--- src/verilog/stash_defines.svh ---
`ifndef STASH_DEFINES_SVH
`define STASH_DEFINES_SVH

// ------------------------------------------------------------------------
// Store geometry
// ------------------------------------------------------------------------

// Number of entries in the shift register
`define STASH_DEPTH 8

// Key and value widths in bits
`define STASH_KEY_W 8
`define STASH_VALUE_W 16

// ------------------------------------------------------------------------
// Register block
// ------------------------------------------------------------------------

`define STASH_APB_AW 8

`endif

--- src/verilog/stash_pkg.sv ---
`default_nettype none

`include "stash_defines.svh"

package stash_pkg;

    typedef logic [`STASH_KEY_W-1:0]             key_t;
    typedef logic [`STASH_VALUE_W-1:0]           value_t;
    // Needs to hold 0 through the full depth
    typedef logic [$clog2(`STASH_DEPTH+1)-1:0]   fill_t;

    typedef struct packed {
        key_t   key;
        logic   valid;
        value_t value;
    } entry_t;

    // op: 0 push, 1 pop
    typedef struct packed {
        logic   op;
        entry_t entry;
    } wr_req_t;

    // op: 0 lookup by key, 1 peek at oldest
    typedef struct packed {
        logic op;
        key_t key;
    } rd_req_t;

    typedef struct packed {
        logic   hit;
        entry_t entry;
        logic   error;
    } rd_resp_t;

    typedef struct packed {
        fill_t fill;
        logic  empty;
        logic  full;
        logic  init_done;
    } store_status_t;

endpackage : stash_pkg

`default_nettype wire

--- src/verilog/stash_regs.sv ---
`timescale 1ns/1ps
`default_nettype none

`include "stash_defines.svh"

module stash_regs (
    input  logic                     clk,
    input  logic                     __srst,

    // APB slave
    input  logic [`STASH_APB_AW-1:0] paddr,
    input  logic                     psel,
    input  logic                     penable,
    input  logic                     pwrite,
    input  logic [31:0]              pwdata,
    output logic [31:0]              prdata,
    output logic                     pready,
    output logic                     pslverr,

    // From store
    input  stash_pkg::store_status_t status,
    input  logic                     push_drop,

    // To store
    output logic                     flush
);

    // ------------------------------------------------------------------------
    // Register map
    // ------------------------------------------------------------------------
    localparam logic [`STASH_APB_AW-1:0] ADDR_CTRL     = 'h0;
    localparam logic [`STASH_APB_AW-1:0] ADDR_STATUS   = 'h4;
    localparam logic [`STASH_APB_AW-1:0] ADDR_INFO     = 'h8;
    localparam logic [`STASH_APB_AW-1:0] ADDR_DROP_CNT = 'hC;

    // ------------------------------------------------------------------------
    // Signals
    // ------------------------------------------------------------------------
    logic        access;
    logic        wr_en;
    logic        sel_ctrl;
    logic        sel_status;
    logic        sel_info;
    logic        sel_drop;
    logic        addr_ok;
    logic [15:0] drop_cnt;

    // ------------------------------------------------------------------------
    // Decode
    // ------------------------------------------------------------------------

    // Zero wait states, every transfer ends in its access phase
    assign pready = 1'b1;

    assign access = psel && penable;
    assign wr_en  = access && pwrite;

    assign sel_ctrl   = (paddr == ADDR_CTRL);
    assign sel_status = (paddr == ADDR_STATUS);
    assign sel_info   = (paddr == ADDR_INFO);
    assign sel_drop   = (paddr == ADDR_DROP_CNT);
    assign addr_ok    = sel_ctrl || sel_status || sel_info || sel_drop;

    assign pslverr = access && !addr_ok;

    // Read mux
    always_comb begin
        prdata = '0;
        if (sel_status) begin
            prdata[3:0] = status.fill;
            prdata[4]   = status.empty;
            prdata[5]   = status.full;
            prdata[6]   = status.init_done;
        end else if (sel_info) begin
            prdata = 32'(`STASH_DEPTH);
        end else if (sel_drop) begin
            prdata[15:0] = drop_cnt;
        end
    end

    // ------------------------------------------------------------------------
    // Flush pulse
    // ------------------------------------------------------------------------
    always_ff @(posedge clk) begin
        if (__srst) begin
            flush <= 1'b0;
        end else begin
            flush <= wr_en && sel_ctrl && pwdata[0];
        end
    end

    // ------------------------------------------------------------------------
    // Drop counter
    // ------------------------------------------------------------------------

    // Write clears, otherwise count up and stick at max
    always_ff @(posedge clk) begin
        if (__srst) begin
            drop_cnt <= '0;
        end else if (wr_en && sel_drop) begin
            drop_cnt <= '0;
        end else if (push_drop && (drop_cnt != '1)) begin
            drop_cnt <= drop_cnt + 1'b1;
        end
    end

endmodule : stash_regs

`default_nettype wire

--- src/verilog/stash_store.sv ---
`timescale 1ns/1ps
`default_nettype none

`include "stash_defines.svh"

module stash_store (
    input  logic                     clk,
    input  logic                     __srst,
    input  logic                     flush,

    // Write port
    input  logic                     wr_req,
    input  stash_pkg::wr_req_t       wr_data,
    output logic                     wr_rdy,
    output logic                     wr_ack,
    output logic                     wr_error,

    // Read port
    input  logic                     rd_req,
    input  stash_pkg::rd_req_t       rd_data,
    output logic                     rd_rdy,
    output logic                     rd_ack,
    output stash_pkg::rd_resp_t      rd_resp,

    // To register block
    output stash_pkg::store_status_t status,
    output logic                     push_drop
);

    import stash_pkg::*;

    localparam int IDX_W = $clog2(`STASH_DEPTH);

    typedef logic [IDX_W-1:0] idx_t;

    // ------------------------------------------------------------------------
    // Signals
    // ------------------------------------------------------------------------
    logic                    local_srst;
    logic                    init_done;

    // Slot 0 is the head and holds the newest entry
    entry_t                  entries [`STASH_DEPTH];
    logic [`STASH_DEPTH-1:0] occ;
    fill_t                   fill;

    logic                    full;
    logic                    empty;

    logic                    wr_acc;
    logic                    rd_acc;
    logic                    push_ok;
    logic                    pop_ok;

    idx_t                    tail_idx;
    logic                    match;
    idx_t                    match_idx;
    rd_resp_t                rd_next;

    // ------------------------------------------------------------------------
    // Local reset and init done
    // ------------------------------------------------------------------------
    always_ff @(posedge clk) begin
        local_srst <= __srst || flush;
    end

    // Cleared together with the local reset so rdy never overlaps it
    always_ff @(posedge clk) begin
        if (__srst || flush || local_srst) begin
            init_done <= 1'b0;
        end else begin
            init_done <= 1'b1;
        end
    end

    assign wr_rdy = init_done;
    assign rd_rdy = init_done;

    assign wr_acc = wr_req && wr_rdy;
    assign rd_acc = rd_req && rd_rdy;

    // ------------------------------------------------------------------------
    // Fill tracking
    // ------------------------------------------------------------------------
    assign full  = (fill == fill_t'(`STASH_DEPTH));
    assign empty = (fill == '0);

    assign push_ok = wr_acc && !wr_data.op && !full;
    assign pop_ok  = wr_acc && wr_data.op && !empty;

    // Oldest slot, don't care when empty
    assign tail_idx = idx_t'(fill - 1'b1);

    always_ff @(posedge clk) begin
        if (local_srst) begin
            fill <= '0;
            occ  <= '0;
        end else if (push_ok) begin
            fill <= fill + 1'b1;
            occ  <= {occ[`STASH_DEPTH-2:0], 1'b1};
        end else if (pop_ok) begin
            fill          <= fill - 1'b1;
            occ[tail_idx] <= 1'b0;
        end
    end

    // Push shifts everything toward the tail
    always_ff @(posedge clk) begin
        if (push_ok) begin
            for (int i = `STASH_DEPTH-1; i > 0; i--) begin
                entries[i] <= entries[i-1];
            end
            entries[0] <= wr_data.entry;
        end
    end

    // ------------------------------------------------------------------------
    // Key search
    // ------------------------------------------------------------------------

    // Lowest matching slot wins, which is the newest
    always_comb begin
        match     = 1'b0;
        match_idx = '0;
        for (int i = `STASH_DEPTH-1; i >= 0; i--) begin
            if (occ[i] && (entries[i].key == rd_data.key)) begin
                match     = 1'b1;
                match_idx = idx_t'(i);
            end
        end
    end

    always_comb begin
        rd_next = '0;
        if (rd_data.op) begin
            // Peek
            rd_next.hit   = !empty;
            rd_next.error = empty;
            if (!empty) begin
                rd_next.entry = entries[tail_idx];
            end
        end else if (match) begin
            rd_next.hit   = 1'b1;
            rd_next.entry = entries[match_idx];
        end
    end

    // ------------------------------------------------------------------------
    // Acknowledge
    // ------------------------------------------------------------------------
    always_ff @(posedge clk) begin
        if (__srst) begin
            wr_ack    <= 1'b0;
            rd_ack    <= 1'b0;
            push_drop <= 1'b0;
        end else begin
            wr_ack    <= wr_acc;
            rd_ack    <= rd_acc;
            push_drop <= wr_acc && !wr_data.op && full;
        end
    end

    always_ff @(posedge clk) begin
        if (wr_acc) begin
            wr_error <= wr_data.op ? empty : full;
        end
        if (rd_acc) begin
            rd_resp <= rd_next;
        end
    end

    // ------------------------------------------------------------------------
    // Status
    // ------------------------------------------------------------------------
    assign status.fill      = fill;
    assign status.empty     = empty;
    assign status.full      = full;
    assign status.init_done = init_done;

endmodule : stash_store

`default_nettype wire

--- src/verilog/stash_top.sv ---
`timescale 1ns/1ps
`default_nettype none

`include "stash_defines.svh"

module stash_top (
    input  logic                     clk,
    input  logic                     __srst,

    // APB slave
    input  logic [`STASH_APB_AW-1:0] paddr,
    input  logic                     psel,
    input  logic                     penable,
    input  logic                     pwrite,
    input  logic [31:0]              pwdata,
    output logic [31:0]              prdata,
    output logic                     pready,
    output logic                     pslverr,

    // Write port
    input  logic                     wr_req,
    input  stash_pkg::wr_req_t       wr_data,
    output logic                     wr_rdy,
    output logic                     wr_ack,
    output logic                     wr_error,

    // Read port
    input  logic                     rd_req,
    input  stash_pkg::rd_req_t       rd_data,
    output logic                     rd_rdy,
    output logic                     rd_ack,
    output stash_pkg::rd_resp_t      rd_resp
);

    import stash_pkg::*;

    // Between register block and store
    logic          flush;
    store_status_t status;
    logic          push_drop;

    stash_regs i_stash_regs (
        .clk       (clk),
        .__srst    (__srst),
        .paddr     (paddr),
        .psel      (psel),
        .penable   (penable),
        .pwrite    (pwrite),
        .pwdata    (pwdata),
        .prdata    (prdata),
        .pready    (pready),
        .pslverr   (pslverr),
        .status    (status),
        .push_drop (push_drop),
        .flush     (flush)
    );

    stash_store i_stash_store (
        .clk       (clk),
        .__srst    (__srst),
        .flush     (flush),
        .wr_req    (wr_req),
        .wr_data   (wr_data),
        .wr_rdy    (wr_rdy),
        .wr_ack    (wr_ack),
        .wr_error  (wr_error),
        .rd_req    (rd_req),
        .rd_data   (rd_data),
        .rd_rdy    (rd_rdy),
        .rd_ack    (rd_ack),
        .rd_resp   (rd_resp),
        .status    (status),
        .push_drop (push_drop)
    );

endmodule : stash_top

`default_nettype wire

--- config.mk ---
export PLATFORM = sky130hd
export DESIGN_NAME = stash_top
export DESIGN_NICKNAME = d
export VERILOG_FILES = /design/src/verilog/stash_pkg.sv /design/src/verilog/stash_regs.sv /design/src/verilog/stash_store.sv /design/src/verilog/stash_top.sv
export VERILOG_INCLUDE_DIRS = /design/src /design/src/verilog
export SDC_FILE = /design/constraint.sdc
export NUM_CORES = 1
export LEC_CHECK = 0
export ABC_AREA = 1
export BUFFER_PORTS_ARGS = -buffer_cell sky130_fd_sc_hd__clkbuf_2
export CAP_MARGIN = 15
export CORE_MARGIN = 4
export CORE_UTILIZATION = 54
export CTS_CLUSTER_DIAMETER = 80
export DETAILED_ROUTE_END_ITERATION = 10
export PLACE_DENSITY_LB_ADDON = 0.12
export REMOVE_ABC_BUFFERS = 1
export SETUP_SLACK_MARGIN = 0.5
export SLEW_MARGIN = 20
export SYNTH_ARGS = -nofsm -noshare
export SYNTH_HDL_FRONTEND = slang
export SYNTH_SLANG_ARGS = --single-unit
--- constraint.sdc ---
create_clock -name clk -period 12.02 [get_ports clk]
set_clock_uncertainty 0.15 [all_clocks]
set_input_delay 1.803 -clock clk [delete_from_list [all_inputs] [get_ports clk]]
set_output_delay 1.803 -clock clk [all_outputs]
set_load 0.01 [all_outputs]
==> impl_metrics.prom <==
# TYPE chip_impl_metric gauge
chip_impl_info{name="yosys.area.top_type",value="edfxtp_1"} 1
chip_impl_metric{name="finalWorstPathRequiredPeriod",unit="ns"} 5.19
chip_impl_metric{name="synth.distinct_cells",unit=""} 48
chip_impl_metric{name="arrival",unit="ns"} 3.24
chip_impl_metric{name="top_level_ports",unit=""} 148
chip_impl_metric{name="drv.max_cap_violation_count",unit=""} 0
chip_impl_info{name="clockRootBuffer",value="clkbuf_16"} 1
chip_impl_metric{name="synth_simple_gate_area_frac",unit=""} 0.225
chip_impl_metric{name="cts.repair.resized",unit=""} 0
chip_impl_metric{name="synthesis.area",unit="µm²"} 13800
chip_impl_metric{name="io_buffer_count",unit=""} 99
chip_impl_info{name="worst_hold_check_path_type",value="reg -> reg"} 1
chip_impl_metric{name="yosysWarnings",unit=""} 0
chip_impl_metric{name="finalSetupViolations",unit=""} 0
chip_impl_metric{name="report.final.hold_viol_count",unit=""} 0
chip_impl_metric{name="fin_cells",unit=""} 1948
chip_impl_metric{name="globalRoute.totalOverflow",unit=""} 0
chip_impl_metric{name="maxSlewHeadroom",unit=""} 0.223
chip_impl_info{name="min-delay-start",value="i_stash_regs.flush"} 1
chip_impl_info{name="yosys-top-cells-area",value="edfxtp_1, nand3_1, nand2_1, inv_1, dfxtp_1"} 1
chip_impl_metric{name="floorplan.initialDensity",unit=""} 0.548
chip_impl_info{name="rr_endpoint",value="i_stash_store.entries[6][17]"} 1
chip_impl_metric{name="fill_cells",unit=""} 2172
chip_impl_metric{name="drtPass1Iterations",unit=""} 6
chip_impl_metric{name="detailedPlace.worstSlack",unit="ns"} 6.14
chip_impl_metric{name="cts-root-to-sink-buffers",unit=""} 3
chip_impl_metric{name="share_of_synthesized_cell_area_in_full_adder_half_adder_and_majority_cells",unit=""} 0.00272
chip_impl_metric{name="met3_usage",unit=""} 0.0397
chip_impl_info{name="worst_setup_path_start_kind",value="input port"} 1
chip_impl_metric{name="buffer_count_from_post_cts_setup_fixing",unit=""} 0
chip_impl_metric{name="synth-compound-area-share",unit=""} 0.0979
chip_impl_metric{name="ctsHoldBuffers",unit=""} 0
chip_impl_metric{name="core-area",unit="µm²"} 25200
chip_impl_metric{name="routed-via-count",unit=""} 11400
chip_impl_metric{name="grt_antenna_before_repair",unit=""} 1
chip_impl_metric{name="grt.met2_usage",unit=""} 0.410
chip_impl_metric{name="design.final.nets",unit=""} 1681
chip_impl_metric{name="place.detailed.hpwl",unit="mm"} 22.7
chip_impl_info{name="crit_top_cell",value="clkbuf_2"} 1
chip_impl_metric{name="dieArea",unit="µm²"} 28200
chip_impl_metric{name="synth_xor_area_frac",unit=""} 0.0108
chip_impl_metric{name="max_clock_freq",unit="MHz"} 193
chip_impl_metric{name="worst-slew-pin-transition",unit="ns"} 1.16
chip_impl_info{name="synth_top_family_by_area",value="simple AND/OR/NAND/NOR gates"} 1
chip_impl_info{name="critical_path.reg2reg.startpoint",value="i_stash_store.fill[0]"} 1
chip_impl_metric{name="fp.dieW",unit="µm"} 168
chip_impl_metric{name="maxSlewViolCount",unit=""} 0
chip_impl_metric{name="drt-vias-per-instance",unit=""} 5.84
chip_impl_metric{name="required",unit="ns"} 10.07
chip_impl_metric{name="yosys_register_bits",unit=""} 262
chip_impl_metric{name="grt_pass1_wl",unit="mm"} 59.2
chip_impl_metric{name="post_synth_mux_area_share",unit=""} 0
chip_impl_info{name="endpoint_kind",value="output pin"} 1
chip_impl_info{name="status",value="finished, final reports clean"} 1
chip_impl_metric{name="detail_route.iter0.violations",unit=""} 1395
chip_impl_info{name="holdPathEnd",value="i_stash_store.local_srst"} 1
chip_impl_info{name="globalRoute.busiestLayer",value="met2"} 1
chip_impl_metric{name="leak_pwr",unit="nW"} 6.33
chip_impl_metric{name="clk_pin_slew",unit="ns"} 0.06
chip_impl_metric{name="final_critical_path_setup_slack",unit="ns"} 6.83
chip_impl_metric{name="grt_usage",unit=""} 0.261
chip_impl_metric{name="worstSkewPairLatency",unit="ns"} 0.55
chip_impl_metric{name="routed_wire_length_per_instance",unit="µm"} 19.4
chip_impl_info{name="synth_commonest_cells",value="nand3_1, nand2_1, inv_1"} 1
chip_impl_metric{name="vdd_drop_max",unit="mV"} 0.108
chip_impl_metric{name="globalplace.congestion",unit=""} 0.965
chip_impl_metric{name="met1_usage",unit=""} 0.376
chip_impl_metric{name="r2r.worst_path.cells",unit=""} 8
chip_impl_metric{name="row_count",unit=""} 58
chip_impl_metric{name="via_count_of_the_first_global_routing_pass",unit=""} 10800
chip_impl_info{name="post-synth-top-count-cell",value="nand3_1"} 1
chip_impl_metric{name="cells_after_dpl",unit=""} 1896
chip_impl_metric{name="power.density_cell_area",unit="nW/µm²"} 132
chip_impl_metric{name="vertical_extent_of_the_die",unit="µm"} 168
chip_impl_metric{name="synth_area_per_cell",unit="µm²"} 8.96
chip_impl_metric{name="synth_enable_flop_cells",unit=""} 228
chip_impl_metric{name="finalCritPeriodShare",unit=""} 0.432
chip_impl_metric{name="cts_buffers",unit=""} 28
chip_impl_info{name="criticalPathCategory",value="in -> out"} 1
chip_impl_metric{name="worst_hold_slack",unit="ns"} 0.282
chip_impl_metric{name="cts.htree.levels",unit=""} 1
chip_impl_info{name="most_used_dff_post_synth",value="edfxtp_1"} 1
chip_impl_metric{name="timing.setup.tns",unit="ns"} 0
chip_impl_metric{name="final_core_utilization",unit=""} 0.603
chip_impl_metric{name="final_layout_size_suffix_gt1_frac",unit=""} 0.113
chip_impl_metric{name="tritoncts_sinks",unit=""} 262
chip_impl_metric{name="synth.top_cell.area_share",unit=""} 0.496
chip_impl_info{name="rsz_0062_raised_after_global_routing",value="no"} 1
chip_impl_metric{name="netlist_instances",unit=""} 1539
chip_impl_metric{name="critical_path.max_fanout",unit=""} 14
chip_impl_metric{name="area_growth",unit="%"} 10.1
chip_impl_metric{name="ant_nets",unit=""} 0
chip_impl_info{name="cts_tree",value="built"} 1
chip_impl_metric{name="finalWirelength",unit="mm"} 37.8
chip_impl_metric{name="grt_start_max_net_pins",unit=""} 102
chip_impl_metric{name="seq_total_area_yosys",unit=""} 0.546
chip_impl_metric{name="route.detailed.drc",unit=""} 0
chip_impl_metric{name="asyncSetResetFlopFracSynth",unit=""} 0
chip_impl_info{name="crit_slowest_cell",value="nor4_1"} 1
chip_impl_metric{name="critPathMaxStageDelay",unit="ns"} 0.33
chip_impl_metric{name="hold-path-cell-count",unit=""} 1
chip_impl_info{name="cp_cell_instances",value="clkbuf_2 -> nor4_1 -> nand2_1 -> nor2_1 -> inv_1 -> o22ai_1 -> clkbuf_2"} 1
chip_impl_metric{name="timing.reg2reg.setup_slack",unit="ns"} 7.81
[kinds of logic (layout without fill, tap and decap cells)]
group                    Yosys count  count (layout)
AO/OA/AOI/OAI                    210             210
XOR/XNOR                          17              17
flip-flops                       262             262
adder cells (fa/ha/maj)            3               3
other                              2              18
AND/OR/NAND/NOR                  686             686
buffers and inverters            359             422
[how the worst max path moves through the flow]
| stage | slack, ns | from | end | cells after the start |
|---|---|---|---|---|
| after global routing | 6.67 | paddr[5] | prdata[4] | 7 |
| after CTS | 6.68 | rd_data[2] | i_stash_store.rd_resp[13] | 20 |
| final | 6.83 | paddr[5] | prdata[4] | 7 |
| after global placement | 6.18 | rd_data[2] | i_stash_store.rd_resp[12] | 20 |
| after floorplan | -1.24 | wr_req | i_stash_store.occ[4] | 6 |
| after detailed placement | 6.14 | rd_data[2] | i_stash_store.rd_resp[12] | 20 |
[sequential cells by signal, summed over array words and instances (netlist names)]
name and flops:
i_stash_store.push_drop 1, i_stash_store.rd_rdy 1, i_stash_store.rd_resp 27, i_stash_store.rd_ack 1, i_stash_store.wr_ack 1, i_stash_store.entries 200, i_stash_store.local_srst 1, i_stash_regs.flush 1
i_stash_store.occ 8, i_stash_regs.drop_cnt 16, i_stash_store.wr_error 1, i_stash_store.fill 4
[stage by stage]
stage | cell area, µm² | total power [mW]
after floorplan | 13200 | 1.11
after global placement | 14200 | 1.17
after detailed placement | 14200 | 1.17
after CTS | 15200 | 2.02
after global routing | 15200 | 2.08
final | 15200 | 2.01
[layout make-up]
| class | instances | area [µm²] | area share |
|---|---|---|---|
| Inverter | 259 | 983 | 0.0648 |
| Clock inverter | 16 | 160 | 0.0105 |
| Clock buffer | 35 | 758 | 0.0499 |
| Sequential cell | 262 | 7530 | 0.496 |
| Timing Repair Buffer | 112 | 597 | 0.0393 |
| Antenna cell | 1 | 2.50 | 0.000165 |
| Tap cell | 330 | 413 | 0.0272 |
| Multi-Input combinational cell | 933 | 4750 | 0.312 |
[power breakdown]
group,switching (mW),internal [mW]
sequential,0.0106,1.00
clock,0.348,0.509
combinational,0.0973,0.0420
total,0.456,1.55
[worst max-delay path: cells and delay by family]
kind	cells	cell delay [ns]
AO/OA/AOI/OAI	1	0.22
buffers and inverters	3	0.49
AND/OR/NAND/NOR	3	0.73
[metal layers]
metal  share of wire  up-vias  wire length [µm]
met5               0        -                 0
met4           0.030        0              1120
met3           0.093       94              3520
met2            0.46      584             17300
met1            0.42     5321             15900
li1                -     5378                 -
[layout by cell type, fill, tap and decap left out, drive strengths merged, types with 13 or more instances in the layout]
cell and count:
o41ai 20, o22ai 92, nand4 13, o21ai 35, buf 13, inv 257
conb 17, nand3 292, clkinv 15, a21oi 32, edfxtp 228, nor2 89
dfxtp 34, clkbuf 134, nand2 253, nor3 19
Note: power is estimated with default switching activity, not from simulation.
